File: src/logic/bram_pkg.sv
`default_nettype none

package bram_pkg;

  ////////////////////////////////////////////////////////////
  // Widths
  ////////////////////////////////////////////////////////////

  // Data word
  localparam int WORD_WIDTH = 32;

  // CPU word address, wide enough for the largest supported RAM
  localparam int CPU_ADDR_WIDTH = 10;

  // Words in the RAM unless the top level is given another depth
  localparam int DEFAULT_MEM_DEPTH = 256;

  ////////////////////////////////////////////////////////////
  // Types
  ////////////////////////////////////////////////////////////

  typedef logic [WORD_WIDTH-1:0] word_t;

  typedef logic [CPU_ADDR_WIDTH-1:0] cpu_addr_t;

  // Scan port FSM
  typedef enum logic {
    SCAN_IDLE,
    SCAN_RUN
  } scan_state_e;

endpackage

`default_nettype wire

File: src/logic/cpu_resp_stage.sv
`timescale 1ns/1ps
`default_nettype none

module cpu_resp_stage (
  input  wire logic            clk,
  input  wire logic            rst_n,

  input  wire logic            req_valid,
  input  wire logic            req_write,
  input  wire logic            req_bad_addr,
  input  wire logic            req_bad_access,
  input  wire bram_pkg::word_t dout_a,

  output logic                 access_complete,
  output bram_pkg::word_t      read_data,
  output logic                 invalid_address,
  output logic                 invalid_access
);

  // Request flags while the RAM performs the access
  logic mem_valid;
  logic mem_write;
  logic mem_bad_addr;
  logic mem_bad_access;
  logic legal_read;

  assign legal_read = mem_valid && !mem_write && !mem_bad_addr && !mem_bad_access;

  always_ff @(posedge clk) begin
    if (!rst_n) begin
      mem_valid       <= 1'b0;
      mem_write       <= 1'b0;
      mem_bad_addr    <= 1'b0;
      mem_bad_access  <= 1'b0;
      access_complete <= 1'b0;
      invalid_address <= 1'b0;
      invalid_access  <= 1'b0;
    end else begin
      mem_valid       <= req_valid;
      mem_write       <= req_write;
      mem_bad_addr    <= req_bad_addr;
      mem_bad_access  <= req_bad_access;
      access_complete <= mem_valid;
      invalid_address <= mem_bad_addr;
      invalid_access  <= mem_bad_access;
    end
  end

  // Zero on writes, errors and idle cycles
  always_ff @(posedge clk) begin
    read_data <= legal_read ? dout_a : '0;
  end

endmodule

`default_nettype wire

File: config.mk
export PLATFORM = sky130hd
export DESIGN_NAME = cpu_resp_stage
export DESIGN_NICKNAME = d
export VERILOG_FILES = /design/src/logic/bram_pkg.sv /design/src/logic/cpu_resp_stage.sv
export SDC_FILE = /design/constraint.sdc
export NUM_CORES = 1
export LEC_CHECK = 0
export BUFFER_PORTS_ARGS = -buffer_cell sky130_fd_sc_hd__buf_2
export CAP_MARGIN = 30
export CORE_ASPECT_RATIO = 1.4
export CORE_MARGIN = 4
export CORE_UTILIZATION = 39
export CTS_CLUSTER_DIAMETER = 100
export DETAILED_ROUTE_END_ITERATION = 6
export HOLD_SLACK_MARGIN = 0.08
export PLACE_DENSITY = 0.76
export SYNTH_ARGS = -nofsm -noshare
export SYNTH_HDL_FRONTEND = slang
export SYNTH_SLANG_ARGS = --single-unit
File: constraint.sdc
create_clock -name clk -period 1.4 [get_ports clk]
set_clock_uncertainty 0.1 [all_clocks]
set_input_delay 0.14 -clock clk [delete_from_list [all_inputs] [get_ports clk]]
set_output_delay 0.14 -clock clk [all_outputs]
set_load 0.02 [all_outputs]
==> flow_metrics.py <==
metrics = {
    "power_and_ir_drop": {
        "comb_power_share": 0.127,
        "p_sw_mw": 0.435,
        "p_per_area_nw_per_um2": 989,
        "clock_power_share": 0.273,
        "p_leak_nw": 1.00,
        "power_mw": 1.93,
        "p_int_mw": 1.49,
        "p_seq_frac": 0.600,
        "irDropWorstVdd_uv": 807,
        "sw_frac_of_total": 0.226,
    },
    "die": {
        "die_area_um2": 3720,
        "rows": 22,
        "initial_core_util": 0.412,
        "core_um2": 2640,
        "die_h_um": 70.5,
        "die_x_um": 52.7,
        "pin_count": 73,
    },
    "drt": {
        "route.detailed.drc": 0,
        "met1_length_um": 990,
        "highest_layer": "met4",
        "dr.pass1.iters": 2,
        "via_per_inst": 4.01,
        "met2_length_um": 1390,
        "detail-route-antenna-nets": 0,
        "drt_wl_total_um": 2690,
        "vias": 947,
        "drtIter0Drc": 4,
        "wl_per_cell_um": 11.4,
        "wl_met3_um": 274,
    },
    "worst_hold_path": {
        "whs_path_depth": 2,
        "holdPathEnd": "invalid_access$_SDFF_PN0_",
        "min_from": "rst_n",
        "hp-class": "in2reg",
    },
    "synth": {
        "synth-seq-cells": 39,
        "synth-simple-area-share": 0.270,
        "avgSynthCellArea_um2": 13.3,
        "synth.area.mux_share": 0,
        "syn_inst": 82,
        "synthXorXnorAreaFrac": 0,
        "ys_types": 5,
        "synth_top_family_by_area": "simple AND/OR/NAND/NOR gates",
        "yosys_warnings": 0,
        "synth-compound-area-share": 0,
        "syn_area_um2": 1090,
        "synth-seq-area-share": 0.716,
        "synth_nets": 120,
        "synth-adder-area-share": 0,
    },
    "clocking": {
        "clock_latency_ps": 330,
        "postCtsSetupBuffers": 0,
        "ctsRootBufferMaster": "clkbuf_4",
        "cts_tree": "done",
        "cts_max_level": 2,
        "ctsLongestPathBuffers": 2,
        "cts_made_buffers": 5,
        "cts.sinks": 39,
        "cts.clk_slew.worst_paths_ps": 110,
    },
    "layout": {
        "fin_util": 0.737,
        "stdcell_count": 236,
        "area_delta_synth_final_pct": 78.6,
        "fill_cells": 195,
        "drive_gt1_frac": 0.510,
        "multi_input_area_um2": 294,
        "fin_area_um2": 1950,
        "fin_nets": 237,
        "register_area_um2": 781,
        "antenna_cells": 0,
    },
    "place": {
        "portBuffers": 72,
        "placedInstanceArea_um2": 1500,
        "dpl.hpwl_um": 1730,
        "place_ws_ps": 262,
        "gp_congestion": 0.618,
        "placedCellCount": 189,
    },
    "timing": {
        "tns_ps": 0,
        "hold_viol": 0,
        "max_freq_mhz": 731,
        "final_max_slew_viol_count": 0,
        "layout_setup_ws_ps": 31.2,
        "rsz0062_at_grt": "no",
        "setup_viol": 0,
        "slew-limit-headroom": 0.862,
        "period_needed_ps": 1370,
        "worst_slew_pin_slew_ps": 206,
        "whs_ps": 140,
        "period_share": 0.978,
    },
    "global_routing": {
        "grt.overflow.total": 0,
        "first_global_vias": 1059,
        "grt_max_degree": 21,
        "antenna_found_initial": 0,
        "grt_usage": 0.163,
        "grt_pass1_wl_um": 4550,
    },
    "worst_setup_path": {
        "timing.rr.end": "read_data[17]$_SDFF_PN0_",
        "startpoint": "req_valid",
        "r2r_cells": 3,
        "critPathKind": "in2reg",
        "endpoint_kind": "flip-flop",
        "cp_max_fo": 1,
        "critPathRequiredTime_ps": 1520,
        "cp-start-kind": "primary input",
        "timing.rr.start": "mem_write$_SDFF_PN0_",
        "reg2reg_slack_ps": 230,
        "worstPathArrival_ps": 1490,
    },
    "outcome": {
        "outcome": "finished clean",
    },
    "flow_run": {
        "drv_cap": 0,
    },
}
Yosys cell counts:
cell | number | share of area
and2_1 | 18 | 0.10
and2_2 | 21 | 0.14
clkbuf_2 | 3 | 0.014
dfxtp_1 | 39 | 0.72
nor4b_4 | 1 | 0.022
power by group through the flow:
stage / logic [mW] / clock network (mW) / registers, mW
2_1_floorplan: 0.0357 / 0 / 1.22
3_5_place_dp: 0.158 / 0 / 1.18
4_1_cts: 0.246 / 0.554 / 1.16
6_report: 0.245 / 0.526 / 1.16
3_3_place_gp: 0.154 / 0 / 1.18
5_1_grt: 0.268 / 0.603 / 1.16
state kept, by name (all words and copies together), names as in the netlist:
name,count
mem_bad_addr,1
access_complete,1
invalid_address,1
mem_valid,1
invalid_access,1
mem_write,1
mem_bad_access,1
read_data,32
cell type report:
class,count,share of cell area
Multi-Input combinational cell,40,0.151
Sequential cell,39,0.401
Tap cell,36,0.0231
Timing Repair Buffer,113,0.397
Clock inverter,2,0.00643
Clock buffer,6,0.0212
logic make-up (layout without fill, tap and decap cells):
logic type | count (synthesis) | in the layout
buffers and inverters | 3 | 121
and+or+nand+nor | 40 | 40
DFF | 39 | 39
critical path: stages:
cell and delay [ps]:
dlygate4sd3_1 540, buf_2 120, and2_1 140, dlygate4sd3_1 550
what timing repair did:
action                                  CTS  global route
gates resized for setup                   0             1
hold buffers                             41             0
endpoints found under the setup margin    0             4
endpoints found under the hold margin    39             0
worst max path at each step:
| stage | depth (start not counted) | endpoint |
|---|---|---|
| floorplan | 3 | read_data[16]$_SDFF_PN0_ |
| global placement | 3 | read_data[17]$_SDFF_PN0_ |
| detailed placement | 3 | read_data[23]$_SDFF_PN0_ |
| CTS | 4 | mem_valid$_SDFF_PN0_ |
| global route | 4 | mem_valid$_SDFF_PN0_ |
| finish | 4 | mem_valid$_SDFF_PN0_ |
cells in the final DEF (no fill, tap or decap):
master | synthesis | layout
dlygate4sd3_1 | 0 | 39
clkinv_2 | 0 | 1
nor4b_4 | 1 | 1
clkinvlp_4 | 0 | 1
clkbuf_4 | 0 | 5
clkbuf_1 | 0 | 1
and2_1 | 18 | 18
and2_2 | 21 | 21
dlymetal6s4s_1 | 0 | 1
dfxtp_1 | 39 | 39
buf_2 | 0 | 71
buf_4 | 0 | 2
layer usage:
metal / track usage / vias to the layer above
li1: - / 480
met1: 0.171 / 409
met2: 0.283 / 53
met3: 0.0653 / 5
met4: 0.0625 / 0
met5: 0 / -
Power figures use the tool's default switching activity.
