<file path="config.mk">
export PLATFORM = sky130hd
export DESIGN_NAME = scan_reader
export DESIGN_NICKNAME = d
export VERILOG_FILES = /design/src/logic/bram_pkg.sv /design/src/logic/scan_reader.sv
export SDC_FILE = /design/constraint.sdc
export NUM_CORES = 1
export LEC_CHECK = 0
export BUFFER_PORTS_ARGS = -buffer_cell sky130_fd_sc_hd__buf_2
export CORE_MARGIN = 1
export CORE_UTILIZATION = 47
export DETAILED_ROUTE_END_ITERATION = 8
export PLACE_DENSITY_LB_ADDON = 0.1
export SKIP_LAST_GASP = 1
export SYNTH_ARGS = -nofsm -noshare
export SYNTH_HDL_FRONTEND = slang
export SYNTH_SLANG_ARGS = --single-unit
export TNS_END_PERCENT = 30
</file>
<file path="constraint.sdc">
create_clock -name clk -period 3.8 [get_ports clk]
set_input_delay 0.19 -clock clk [delete_from_list [all_inputs] [get_ports clk]]
set_output_delay 0.19 -clock clk [all_outputs]
set_load 0.005 [all_outputs]
</file>
<file path="src/logic/bram_pkg.sv">
`default_nettype none

package bram_pkg;

  ////////////////////////////////////////////////////////////
  // Widths
  ////////////////////////////////////////////////////////////

  // Data word
  localparam int WORD_WIDTH = 32;

  // CPU word address, wide enough for the largest supported RAM
  localparam int CPU_ADDR_WIDTH = 10;

  // Words in the RAM unless the top level is given another depth
  localparam int DEFAULT_MEM_DEPTH = 256;

  ////////////////////////////////////////////////////////////
  // Types
  ////////////////////////////////////////////////////////////

  typedef logic [WORD_WIDTH-1:0] word_t;

  typedef logic [CPU_ADDR_WIDTH-1:0] cpu_addr_t;

  // Scan port FSM
  typedef enum logic {
    SCAN_IDLE,
    SCAN_RUN
  } scan_state_e;

endpackage

`default_nettype wire

</file>
<file path="src/logic/scan_reader.sv">
`timescale 1ns/1ps
`default_nettype none

module scan_reader #(
  parameter int MEM_DEPTH = bram_pkg::DEFAULT_MEM_DEPTH
) (
  input  wire logic                      clk,
  input  wire logic                      rst_n,

  input  wire logic                      scan_start,
  input  wire bram_pkg::cpu_addr_t       scan_base,
  input  wire bram_pkg::cpu_addr_t       scan_len,
  input  wire bram_pkg::word_t           dout_b,

  output logic [$clog2(MEM_DEPTH)-1:0]   addr_b,
  output logic                           scan_valid,
  output bram_pkg::word_t                scan_data,
  output logic                           scan_done,
  output logic                           scan_busy
);

  localparam int IDX_W = $clog2(MEM_DEPTH);

  bram_pkg::scan_state_e state;
  bram_pkg::cpu_addr_t   remaining;

  logic load;
  logic issue;
  logic issue_last;
  logic pipe_valid;
  logic pipe_last;

  // Start is only taken while idle
  assign load       = (state == bram_pkg::SCAN_IDLE) && scan_start && (scan_len != '0);
  assign issue      = (state == bram_pkg::SCAN_RUN);
  assign issue_last = issue && (remaining == bram_pkg::cpu_addr_t'(1));
  assign scan_busy  = issue;

  ////////////////////////////////////////////////////////////
  // FSM and counters
  ////////////////////////////////////////////////////////////

  always_ff @(posedge clk) begin
    if (!rst_n) begin
      state <= bram_pkg::SCAN_IDLE;
    end else begin
      case (state)
        bram_pkg::SCAN_IDLE: begin
          if (load) begin
            state <= bram_pkg::SCAN_RUN;
          end
        end
        bram_pkg::SCAN_RUN: begin
          if (issue_last) begin
            state <= bram_pkg::SCAN_IDLE;
          end
        end
        default: state <= bram_pkg::SCAN_IDLE;
      endcase
    end
  end

  // Address counter wraps at the RAM depth
  always_ff @(posedge clk) begin
    if (!rst_n) begin
      addr_b <= '0;
    end else if (load) begin
      addr_b <= scan_base[IDX_W-1:0];
    end else if (issue) begin
      addr_b <= addr_b + IDX_W'(1);
    end
  end

  // Words still to issue
  always_ff @(posedge clk) begin
    if (!rst_n) begin
      remaining <= '0;
    end else if (load) begin
      remaining <= scan_len;
    end else if (issue) begin
      remaining <= remaining - bram_pkg::cpu_addr_t'(1);
    end
  end

  ////////////////////////////////////////////////////////////
  // Valid and last pipeline
  ////////////////////////////////////////////////////////////

  always_ff @(posedge clk) begin
    if (!rst_n) begin
      pipe_valid <= 1'b0;
      pipe_last  <= 1'b0;
      scan_valid <= 1'b0;
      scan_done  <= 1'b0;
    end else begin
      pipe_valid <= issue;
      pipe_last  <= issue_last;
      scan_valid <= pipe_valid;
      scan_done  <= pipe_last;
    end
  end

  always_ff @(posedge clk) begin
    scan_data <= dout_b;
  end

endmodule

`default_nettype wire

</file>
==> results of run 1 <==
-- worst max-delay path: cells and delay by family, from the launching register on --
kind | cells | cell delay [ps]
and+or+nand+nor | 2 | 940
DFF | 1 | 800
buffers and inverters | 1 | 120
AOI/OAI and AO/OA | 1 | 170
-- cells by family (layout without fill, tap and decap cells) --
| logic type | count (synthesis) | after routing | share of synthesized area |
|---|---|---|---|
| buffers and inverters | 15 | 142 | 0.0359 |
| AOI/OAI and AO/OA | 47 | 47 | 0.195 |
| muxes | 1 | 1 | 0.00542 |
| adders and majority gates | 3 | 3 | 0.0203 |
| and+or+nand+nor | 49 | 49 | 0.138 |
| DFF | 55 | 55 | 0.596 |
| xor gates and xnor gates | 2 | 2 | 0.00949 |
-- cells in the final DEF (no fill, tap or decap), drive strengths merged, types with 2 or more instances in the layout --
master / count
or3: 3
dlygate4sd3: 32
a211oi: 3
o311ai: 3
nor2: 10
ha: 3
and2: 2
nand2: 7
nand4: 4
nand3: 5
dfxtp: 55
inv: 8
nor3: 9
or4: 2
or2: 2
a222oi: 4
clkbuf: 5
o21ai: 5
a31oi: 3
nor2b: 3
o211ai: 2
o31a: 2
buf: 95
a21oi: 14
a22oi: 2
-- per-stage QoR --
stage                     hold WS, ps  utilization  setup WS, ps  instances
after floorplan                   218            -          2140        172
after global placement            292        0.631          1740        308
after detailed placement          294        0.631          1730        308
after CTS                         124        0.740          1700        347
after global routing              115        0.740          1450        347
final                             122        0.740          1700        347
-- path summary, 6_finish.rpt --
path                            cells after the start         start            to  slack, ps
worst min register to register                      1     pipe_last     scan_done        440
worst max register to register                      4     scan_busy  remaining[5]       1700
worst max-delay path                                4     scan_busy  remaining[5]       1700
worst min-delay path                                3  scan_base[3]     addr_b[3]        120
-- repair_timing --
item,CTS,global route
resized for setup,0,0
setup endpoints to repair,0,0
hold buffers,32,0
hold endpoints to repair,32,0
-- power by group through the flow --
| stage | combinational (mW) | sequential, mW | clock, mW |
|---|---|---|---|
| global route | 0.199 | 0.655 | 0.339 |
| global placement | 0.147 | 0.659 | 0 |
| CTS | 0.176 | 0.647 | 0.318 |
| floorplan | 0.0832 | 0.654 | 0 |
| detailed placement | 0.150 | 0.660 | 0 |
| finish | 0.178 | 0.648 | 0.308 |
-- metal layers --
layer,vias to the layer above,wire (µm)
li1,885,-
met1,799,2060
met2,71,2340
met3,5,466
met4,0,43
met5,-,0
-- final cells by class --
cell class / count / area share
tap: 48 / 0.0218
clock buffer: 5 / 0.0250
clock inverter: 2 / 0.00591
inverter: 8 / 0.0109
multi-input combinational: 102 / 0.247
sequential: 55 / 0.400
timing repair buffer: 127 / 0.289
-- sequential cells by signal (all words and copies together) (netlist names) --
| register | flops |
|---|---|
| addr_b | 8 |
| pipe_last | 1 |
| scan_data | 32 |
| scan_busy | 1 |
| scan_valid | 1 |
| scan_done | 1 |
| remaining | 10 |
| pipe_valid | 1 |
==> reports/metrics.cfg, run 1 <==
[run_status]
status=finished, final reports clean

[detailed_routing]
wire_per_inst_um=14.2
dr.pass1.iters=4
via_per_inst=5.07
vias=1760
wl_mm=4.91
ant_nets=0
initialDrtViolationCount=67
drc=0

[clocking]
cts_buffers=5
clkLatencyLatePin_ps=300
clockBufferDepth=2
cts_sinks=55
htree_levels=2
path_clk_slew_ps=90
tritoncts=done
root_buffer=clkbuf_8
cts_setup_buffers=0

[worst_setup_path]
required_ps=4020
cp.arrival_ps=2320
cpPeakStageDelay_ps=800
worstSetupEndpointType=register
slowest_stage=dfxtp_1
critical_path_class=reg2reg
crit_fanout=20
cp-start-kind=register
crit_chain=nor3b_1 -> inv_1 -> or3_1 -> a31oi_1

[yosys]
syn_nets=230
synth_warnings=0
synth.most_common_cell=dfxtp_1
synth_area_leaders=dfxtp_1 60%, a21oi_1 3.8%, nor3_1 2.4%, a222oi_1 2.2%, ha_1 2.0%
synthCells=172
ys_ff_latch=55
ys_types=44
synth.avg_cell_area_um2=10.7
seq_area_frac_synth=0.596
synth_area_leader_cell=dfxtp_1
async_flop_share=0
yosys-top-cells-count=55 x dfxtp_1, 14 x a21oi_1, 10 x nor2_1
synth_edf_count=0
yosysTopAreaCellShare=0.596
synth_ff_type=dfxtp_1
synthesis.area_um2=1850

[sta]
drv_slew=0
max_freq_mhz=476
setup_tns_ps=0
min_period_ps=2100
setup_viol=0
tightest_slew_ps=790
slew_headroom=0.472
period_share=0.553
skew_ps=2.66
final-hold-violation-count=0
rsz0062_at_grt=no

[grt]
grt_max_degree=21
use_met2=0.432
globalRouteOverflowTotal=0
first_global_vias=1842
grt_use_met3=0.114
grt_use_met1=0.297
grt_usage=0.259
top_usage_layer=met2
antenna_found_initial=0
grt_pass1_wl_mm=8.18

[power_and_ir_drop]
p_seq_frac=0.571
pwr-share-comb=0.157
power_frac_clock=0.272
switching_power_mw=0.295
p_sw_frac=0.260
power_density_nw_per_um2=412
p_leak_nw=1.24
ir_worst_vdd_mv=0.395
internal-power_mw=0.839
p_total_mw=1.13

[final_layout]
multi_input_area_um2=679
nets=357
layout-drive-gt1-share=0.355
seqCellArea_um2=1100
n_antenna_cell=0
fillers=275
area_growth_pct=49.0
post-route-cell-area_um2=2750

[die]
die_h_um=64.7
initial_core_util=0.497
rows=22
io_pins=98
core_area_um2=3720
fp.dieW_um=64.7
dieArea_um2=4180

[min_path]
hold_class=in2reg

[placement]
dpl_cell_area_um2=2350
gp_congestion=0.877
port_buffers=95
hpwlAfterDp_mm=3.11

[flow_run]
cap_violations=0

Power figures use the tool's default switching activity.
==> inputs of run 2 (changes only) <==
- CORE_UTILIZATION: 47 -> 39
- clock period: 3.8 -> 1.73 ns (I/O delays scaled with it)
==> run 2 against run 1 <==
Clock skew grew 8.8 ps. Clock power grew 150%. Register-to-register slack lost 1500 ps. Critical endpoint unchanged. Critical path depth is the same. Hold slack lost 110 ps. Worst setup slack lost 1500 ps. First-iteration DRC count grew 91%.
==> reports/metrics.cfg, run 2 (synthesized netlist as in run 1, its figures left out) <==
[die]
fp.dieW_um=70.8
initial_core_util=0.416
dieArea_um2=5010
rows=24
die_h_um=70.8
io_pins=98
core_area_um2=4440

[clocking]
ctsResizeCount=0
clkLatencyLatePin_ps=310
htree_levels=2
clockBufferDepth=2
cts_setup_buffers=0
cts_buffers=5
postCtsHoldBufs=33
tritoncts=done
path_clk_slew_ps=110
cts_sinks=55
root_buffer=clkbuf_8

[sta]
max_freq_mhz=639
rsz0062_at_grt=no
final-hold-violation-count=0
min_period_ps=1560
drv_slew=0
skew_ps=11.5
tightest_slew_ps=407
period_share=0.904
setup_viol=0
slew_headroom=0.728

[run_status]
status=finished, final reports clean

[worst_setup_path]
crit_buf_inv=1
worstSetupEndpointType=register
path_delay_family=simple AND/OR/NAND/NOR gates
crit_chain=nor3b_1 -> inv_1 -> or3_1 -> a31oi_1
crit_fanout=9
slowest_stage=dfxtp_1
critical_path_class=reg2reg
cp.arrival_ps=1790
required_ps=1960
cp-start-kind=register
cpPeakStageDelay_ps=550

[detailed_routing]
drc=0
wire_per_inst_um=13.3
initialDrtViolationCount=128
wl_mm=4.87
dr.pass1.iters=6
ant_nets=0
vias=1784
via_per_inst=4.87

[power_and_ir_drop]
p_leak_nw=1.31
ir_worst_vdd_mv=0.647
power_density_nw_per_um2=907
p_total_mw=2.61

[final_layout]
largest_reg_flops=32
final_cell_mix=95 x buf_2, 55 x dfxtp_1, 33 x dlygate4sd3_1, 14 x a21oi_1, 13 x buf_4
largest-register=scan_data
top_regs=scan_data x32, remaining x10, addr_b x8
layout-drive-gt1-share=0.382
layout_commonest_cell=buf_2
n_antenna_cell=0
area_growth_pct=55.7
finalNonFillerCells=366
nets=371

[grt]
antenna_found_initial=0
grt_pass1_wl_mm=7.76
globalRouteOverflowTotal=0
grt_usage=0.200
grt_max_degree=20
first_global_vias=1695

[placement]
gp_congestion=0.808
port_buffers=95
hpwlAfterDp_mm=3.27
dp.cells=325

[min_path]
hold_class=in2reg

[flow_run]
cap_violations=0

[run 2: cell count changes in the layout (fill, tap and decap cells not counted)]
cell           change
inv_6              -1
clkinv_4           +1
buf_4             +13
dlygate4sd3_1      +1
inv_8              +1
[run 2: routing by layer]
layer	track usage	wire length, µm	vias to the layer above
met5	0	0	-
met4	0.0667	78	0
met3	0.0783	452	8
met2	0.323	2160	82
met1	0.246	2180	784
li1	-	-	910
[run 2: where the power goes]
part	switching (mW)	total, mW	internal [mW]
Combinational	0.197	0.443	0.246
Sequential	0.0597	1.41	1.35
Clock	0.457	0.756	0.298
Total	0.714	2.61	1.90
[run 2: worst register-to-register path: stages (launching register included)]
cell and delay (ps):
dfxtp_1 550, nor3b_1 310, inv_1 110, or3_1 350
a31oi_1 170
[run 2: worst paths after layout]
| path | startpoint | endpoint | slack (ps) | cells after the start |
|---|---|---|---|---|
| hold reg to reg | pipe_last | scan_done | 440 | 1 |
| setup / recovery | scan_busy | remaining[5] | 170 | 4 |
| setup reg to reg | scan_busy | remaining[5] | 170 | 4 |
| hold / removal | scan_base[2] | addr_b[2] | 10 | 3 |
[run 2: layout make-up]
| cell class | count | area, µm² |
|---|---|---|
| inverters | 8 | 30.0 |
| multi-input cells | 102 | 679 |
| clock buffers | 5 | 68.8 |
| well taps | 52 | 65.1 |
| flip-flops and latches | 55 | 1100 |
| fillers | 362 | 1570 |
| clock inverters | 3 | 27.5 |
| repair buffers | 141 | 903 |
[run 2: per-stage QoR]
stage	hold WS [ps]	instance area [µm²]	setup slack (ps)	utilization	TNS, ps
6_report	10.3	2880	166	0.647	0
5_1_grt	32.8	2880	38.0	0.647	0
4_1_cts	6.61	2880	154	0.647	0
3_5_place_dp	190	2450	-42.5	0.551	-42.5
3_3_place_gp	188	2450	-20.4	0.551	-20.4
2_1_floorplan	114	1850	171	-	0
