## src/logic/bram_pkg.sv

```systemverilog
`default_nettype none

package bram_pkg;

  ////////////////////////////////////////////////////////////
  // Widths
  ////////////////////////////////////////////////////////////

  // Data word
  localparam int WORD_WIDTH = 32;

  // CPU word address, wide enough for the largest supported RAM
  localparam int CPU_ADDR_WIDTH = 10;

  // Words in the RAM unless the top level is given another depth
  localparam int DEFAULT_MEM_DEPTH = 256;

  ////////////////////////////////////////////////////////////
  // Types
  ////////////////////////////////////////////////////////////

  typedef logic [WORD_WIDTH-1:0] word_t;

  typedef logic [CPU_ADDR_WIDTH-1:0] cpu_addr_t;

  // Scan port FSM
  typedef enum logic {
    SCAN_IDLE,
    SCAN_RUN
  } scan_state_e;

endpackage

`default_nettype wire

```

## src/logic/cpu_req_stage.sv

```systemverilog
`timescale 1ns/1ps
`default_nettype none

module cpu_req_stage #(
  parameter int MEM_DEPTH = bram_pkg::DEFAULT_MEM_DEPTH
) (
  input  wire logic                      clk,
  input  wire logic                      rst_n,

  input  wire logic                      read,
  input  wire logic                      write,
  input  wire bram_pkg::cpu_addr_t       address,
  input  wire bram_pkg::word_t           write_data,

  output logic                           req_valid,
  output logic                           req_write,
  output logic [$clog2(MEM_DEPTH)-1:0]   req_addr,
  output bram_pkg::word_t                req_data,
  output logic                           req_bad_addr,
  output logic                           req_bad_access
);

  localparam int IDX_W = $clog2(MEM_DEPTH);

  // One bit wider than the CPU address so a full 1024 word RAM still fits
  localparam logic [bram_pkg::CPU_ADDR_WIDTH:0] ADDR_LIMIT =
    (bram_pkg::CPU_ADDR_WIDTH + 1)'(MEM_DEPTH);

  logic strobe;
  logic in_range;

  assign strobe   = read | write;
  assign in_range = {1'b0, address} < ADDR_LIMIT;

  ////////////////////////////////////////////////////////////
  // Request flags
  ////////////////////////////////////////////////////////////

  always_ff @(posedge clk) begin
    if (!rst_n) begin
      req_valid      <= 1'b0;
      req_write      <= 1'b0;
      req_bad_addr   <= 1'b0;
      req_bad_access <= 1'b0;
    end else begin
      req_valid <= strobe;
      // Only a legal in-range write may reach the RAM
      req_write      <= write && !read && in_range;
      req_bad_addr   <= strobe && !in_range;
      req_bad_access <= read && write;
    end
  end

  // Address and data follow the strobe
  always_ff @(posedge clk) begin
    req_addr <= address[IDX_W-1:0];
    req_data <= write_data;
  end

endmodule

`default_nettype wire

```

## config.mk

```make
export PLATFORM = sky130hd
export DESIGN_NAME = cpu_req_stage
export DESIGN_NICKNAME = d
export VERILOG_FILES = /design/src/logic/bram_pkg.sv /design/src/logic/cpu_req_stage.sv
export SDC_FILE = /design/constraint.sdc
export NUM_CORES = 1
export LEC_CHECK = 0
export ABC_CLOCK_PERIOD_IN_PS = 800
export BUFFER_PORTS_ARGS = -buffer_cell sky130_fd_sc_hd__buf_2
export CAP_MARGIN = 40
export CORE_MARGIN = 2
export CORE_UTILIZATION = 33
export CTS_CLUSTER_DIAMETER = 30
export DETAILED_ROUTE_END_ITERATION = 6
export PLACE_DENSITY = 0.78
export SYNTH_ARGS = -nofsm -noshare
export SYNTH_HDL_FRONTEND = slang
export SYNTH_SLANG_ARGS = --single-unit
```

## constraint.sdc

```tcl
create_clock -name clk -period 0.8 [get_ports clk]
set_input_delay 0.12 -clock clk [delete_from_list [all_inputs] [get_ports clk]]
set_output_delay 0.12 -clock clk [all_outputs]
set_load 0.005 [all_outputs]
```

==> results summary, run 1 <==
The instance area after placement came out at approximately 0.0014 sq mm. The final cell count without fillers came out at 219. The residual DRC count is 0.

The multi-input gate area in the final layout came out at between 30 and 40 sq um. The count of H-tree levels built during CTS came out at 2. TritonCTS built the clock tree. The worst-case clock buffer depth came out at 2. The final reports fail on negative setup slack.

The die covers 0.003205 sq mm. The flow ran to the end, but the final reports show violations. The transition time at the pin with the least slew margin came out at ~0.18 ns.

Dividing the detail-routed wire length by the instance count gives roughly 12 um. The TritonCTS buffer count is 5. The total setup violations reported at the end of the flow came out at 44.

The detailed router placed between 800 and 900 vias in this run. The total power is 3.895 mW. Of all nets on the critical path, the largest fanout is 1. The category of the worst setup path launch point is a flop.

The length of the first detailed-routing pass in iterations is 2. After detailed routing, the total wire length is about 2600 um. The number of nets still failing antenna checks after routing came out at 0. The wire length of the first global-routing pass is between 3000 and 4000 um. The pin count of the biggest net entering global routing is 13. The number of warnings reported in the yosys synthesis log is 0.

The mean instance size in the synthesized netlist is about 19 sq um. The net count after synthesis is 95. The part of the cycle the worst path needs is 112.4%.

The total global routing track utilization is around 17%. The area of the mapped netlist is 913.4 sq um. The top cell types in the final layout, fill and taps aside, are sky130_fd_sc_hd__buf_2 (82), sky130_fd_sc_hd__dlygate4sd3_1 (43), sky130_fd_sc_hd__dfxtp_1 (32).

The synthesis-stage register bit count is 44. The count of buffers from port buffering came out at just under 90. The total core area came out at 0.002686 sq mm. The worst hold path belongs to the class in -> reg. The chip width is between 50 and 60 um. The residual overflow from global routing came out at 0. Prior to clock tree synthesis, the placed netlist has a worst setup slack of ~0.16 ns.

Dividing the detail-routed via count by the number of cells gives around 4.1. The layout-stage area growth over the synthesis result came out at 114.4%. For this configuration, the core starts out at a cell density of approximately a third. The number of nets in the finished design came out at 234. The signal on the critical path passes through buf_2. The clock-pin slew reported for the worst setup and hold paths after clock tree synthesis is 0.11 ns. The number of max-capacitance violations reported is 0. The number of buffers and inverters on the critical path came out at 1. The final hold slack came out at ~0.032 ns. The tree is rooted in a sky130_fd_sc_hd__clkbuf_4. The detailed router finished its first iteration with 7 violations. The number of endpoints with negative hold slack in the final report came out at 0.

The endpoint arrival time on the critical path came out at ~0.78 ns. Setup repair after global routing could not meet its margin everywhere. The library cell used most frequently in the layout, excluding fill and tap cells, is sky130_fd_sc_hd__buf_2.

The peak ir drop on the vdd network came out at between 1500 and 2000 uV. The number of instances in the synthesized netlist is 49. The number of antenna cells inserted came out at 0. For the worst setup path, the data required time is between 0.6 and 0.7 ns. The placer's final routability congestion estimate came out at 0.6839. The total half-perimeter wirelength after legalization and detailed placement is 1555 um. The critical path's slowest cell is sky130_fd_sc_hd__dfxtp_1. The summed area of non-filler cells in the final layout is 0.001958 sq mm.

The leakage component of the power came out at 0.9692 nW. The number of max-slew violations in the final report is 0. The fraction of layout instances using a drive strength above 1 came out at around three fifths. The initial antenna violation count was 0. The post-synthesis cell type count is 5.

The number of ports placed on the die boundary is 90. The register area share after synthesis is ~96%. The filler cells instantiated in the layout total roughly 200. STA classifies the critical path endpoint as an output pin. The worst setup margin is -0.09958 ns.

The kind of critical path is reg -> out. The number of standard-cell rows in the floorplan came out at 19. The family with the most delay on the worst path is flip-flops. The vertical extent of the die came out at 56.61 um. The highest clock rate is between 1 and 1.5 GHz. The peak per-stage delay on the critical path is roughly 0.33 ns. The clock net in this run drives a total of between 40 and 50 sinks. The number of global-route vias before repair is just over 900. The storage element area came out at 895.9 sq um. The clock period minus worst slack came out at 0.8996 ns. The relative slew slack is between 80% and 90%. Power spread over the standard cell area amounts to between 1500 and 2000 mW/mm^2. The cell count after placement is between 150 and 200.
-- cell families (layout without fill, tap and decap cells) --
logic type             Yosys count  after routing  synth area share [%]
AND/OR/NAND/NOR                  3              3                 1.918
flip-flops                      44             44                 96.44
AO/OA/AOI/OAI                    2              2                 1.643
buffers and inverters            0            139                     0
-- metal layers --
layer | vias up | global-route usage (%) | wire (um)
met5 | - | 0 | 0
met3 | 8 | 7.143 | 235
met1 | 400 | 14.93 | 821
li1 | 431 | - | -
met2 | 55 | 31.40 | 1449
met4 | 0 | 7.143 | 54
-- flip-flops by register name, summed over array words and instances, names as in the netlist --
register        cells
req_addr            8
req_bad_access      1
req_bad_addr        1
req_data           32
req_valid           1
req_write           1
-- synthesized netlist by cell type --
master / instances / area [sq um]
sky130_fd_sc_hd__dfxtp_1: 44 / 880.8
sky130_fd_sc_hd__nor4_1: 1 / 6.260
sky130_fd_sc_hd__nand2_1: 1 / 3.750
sky130_fd_sc_hd__and3_2: 1 / 7.510
sky130_fd_sc_hd__o21a_1: 2 / 15.01
-- repair_timing --
action / CTS / global route
endpoints found under the hold margin: 42 / 0
resized for setup: 0 / 20
pin swaps: 0 / 1
hold buffers: 44 / 0
cloned: 0 / 0
endpoints found under the setup margin: 44 / 45
setup buffers: 0 / 0
-- stage by stage --
stage | utilization, % | setup TNS [ns]
2_1_floorplan | - | 0
3_3_place_gp | 52.03 | 0
3_5_place_dp | 52.03 | 0
4_1_cts | 70.84 | -4.505
5_1_grt | 72.89 | -6.018
6_report | 72.89 | -3.772
-- power breakdown --
group          leakage [nW]  internal, mW  switching [mW]
Combinational         0.561         0.313           0.124
Sequential            0.371          2.31          0.0296
Clock                0.0374         0.499           0.616
-- worst paths after layout --
| path | from | to | slack, ns | cells past startpoint |
|---|---|---|---|---|
| setup / recovery | req_data[1]$_DFF_P_ | req_data[1] | -0.1 | 1 |
| hold / removal | write | req_write$_SDFF_PN0_ | 0.03 | 3 |
-- cell type report --
| class | instances | area share (%) |
|---|---|---|
| repair buffers | 132 | 46.96 |
| well taps | 31 | 1.981 |
| flip-flops and latches | 44 | 45.75 |
| clock buffers | 7 | 3.323 |
| multi-input cells | 5 | 1.981 |
No activity file was read; power rests on OpenSTA's default activity.
==> run 2: changes to the inputs <==
- PLACE_DENSITY: 0.78 -> 0.8
==> results summary, run 2 (synthesis results as in run 1) <==
The area growth from synthesis to layout is 112.5%. The number of endpoints with negative hold slack in the final report is 0 (unchanged). The setup path with the least slack is of type reg -> out. The TritonCTS clock tree is done. Setup repair after global routing could not meet its margin everywhere.

The count of buffers from port buffering came out at 89 (unchanged). The leakage component of the power was 0.9664 nW (-0.29%). The highest clock rate is 1.098 GHz (-1.2%).

The TritonCTS buffer count is 5 (unchanged). The initial antenna violation count is 0 (unchanged). The total global routing track utilization is 15.97% (-0.61 points). The relative slew slack was 88.06% (+0.31 points).

The vias per cell is 4.096 (+0.35%). The total setup violations reported at the end of the flow came to 44 (unchanged). The initial core utilization came out at 34.00% (unchanged). The placer's final routability congestion estimate came to 0.6181 (-9.6%). The residual overflow from global routing came out at 0 (unchanged). In the final layout, the registers with the most flip-flops are req_data x32, req_addr x8.

The worst-case clock buffer depth is 2 (unchanged). CTS placed an instance of sky130_fd_sc_hd__clkbuf_4 at the clock tree root. The total via count in the routed design is 893 (-0.11%).

The family with the most delay on the worst path is flip-flops. The fraction of layout instances using a drive strength above 1 came to 55.08% (-3.4 points). The number of global-route vias before repair came out at 951 (+2.3%).

The chip width came to 56.61 um (unchanged). The category of the worst setup path launch point is a flop. The number of ports placed on the die boundary was 90 (unchanged). More flip-flops sit in one register than any other, and that register is req_data. The top cell types in the final layout, fill and taps aside, are sky130_fd_sc_hd__buf_2 (87), sky130_fd_sc_hd__dlygate4sd3_1 (43), sky130_fd_sc_hd__dfxtp_1 (38). The number of nets in the finished design is 233 (-0.43%). The number of nets still failing antenna checks after routing was 0 (unchanged). The part of the cycle the worst path needs came to 113.8% (+1.4 points). The pin count of the biggest net entering global routing is 14 (+1). The wire length of the first global-routing pass came out at 3774 um (-3.4%). The average detailed-routed wire length per instance came to 11.56 um (-1.1%). The run finished, with violations left.

The transition time at the pin with the least slew margin was 0.1777 ns (-0.004562 ns). The critical path capture point type is an output pin. The critical path's slowest cell is sky130_fd_sc_hd__dfxtp_2. The endpoint arrival time on the critical path is 0.79 ns (about the same).

The number of buffers inserted to repair setup after CTS came out at 0 (unchanged). The number of buffers and inverters on the critical path came out at 1 (unchanged). The number of max-capacitance violations reported is 0 (unchanged). The number of max-slew violations in the final report came to 0 (unchanged).

The residual DRC count is 0 (unchanged). The initial DRC count came out at 4 (-3). The vertical extent of the die came out at 56.61 um (unchanged). The floorplan die area is 0.003205 sq mm (unchanged).

The clock-pin slew reported for the worst setup and hold paths after clock tree synthesis was 0.11 ns (about the same). The final hold slack is 0.02555 ns (-0.006702 ns). The clock sink total is 44 (unchanged). The number of antenna cells inserted came out at 0 (unchanged). The count of H-tree levels built during CTS came out at 2 (unchanged).

The required arrival time at the worst endpoint is 0.68 ns (about the same). The clock period minus worst slack came out at 0.9104 ns (+0.01087 ns). The length of the first detailed-routing pass in iterations is 2 (unchanged). The post-detailed-routing wire length came out at 2521 um (-1.5%). The number of flip-flops in the largest register came out at 32 (unchanged). The total core area was 0.002686 sq mm (unchanged). The number of standard-cell rows in the floorplan came out at 19 (unchanged).

The critical path goes through buf_2. The checks that failed: negative setup slack. The worst hold-check path type is in -> reg. The critical-path maximum fanout is 1 (unchanged). The cell count after placement came out at 169 (unchanged). The final cell count without fillers is 218 (-0.46%). The minimum setup slack after placement is 0.1632 ns (+0.007568 ns). Leaving out fill and tap cells, the most frequent cell in the layout is sky130_fd_sc_hd__buf_2. The peak ir drop on the vdd network is 1920 uV (+12%).

The peak per-stage delay on the critical path was 0.33 ns (about the same). The power density normalized to cell area is 2233 mW/mm^2 (+12%). The total power is 4.333 mW (+11%).

The worst setup margin was -0.1104 ns (-0.01087 ns).
run 2: stage by stage:
stage	setup TNS, ns	area [sq um]	utilization [%]
global placement	0	1398	52.03
global route	-6.211	1941	72.24
floorplan	0	913.4	-
CTS	-4.940	1926	71.68
finish	-4.078	1941	72.24
detailed placement	0	1398	52.03
run 2: what timing repair did:
action | in CTS | in global routing
hold buffers | 43 | 0
endpoints found under the hold margin | 42 | 0
gates resized for setup | 0 | 8
setup endpoints to repair | 44 | 46
cloned | 0 | 0
run 2: power breakdown:
| part | leakage [nW] | switching (mW) | internal, mW |
|---|---|---|---|
| registers | 0.371 | 0.0269 | 2.31 |
| logic | 0.544 | 0.121 | 0.294 |
| clock network | 0.0513 | 0.626 | 0.957 |
run 2: cell type report:
class | count | area [sq um]
Sequential cell | 44 | 888.4
Tap cell | 31 | 38.79
Multi-Input combinational cell | 5 | 38.79
Clock buffer | 5 | 37.54
Fill cell | 191 | 745.7
Clock inverter | 2 | 60.06
Timing Repair Buffer | 131 | 877.1
run 2: metal layers:
metal	GRT usage, %	up-vias	part of all wire [%]	wire (um)
met5	0	-	0	0
met4	6.122	0	0.56	14
met3	9.677	2	12	306
met2	32.72	54	60	1507
met1	10.72	410	27	693
li1	-	427	-	-
run 2: path summary, 6_finish.rpt:
check | startpoint | to | slack (ns) | cells after the start
max | req_data[1]$_DFF_P_ | req_data[1] | -0.11 | 1
min | rst_n | req_valid$_SDFF_PN0_ | 0.03 | 2
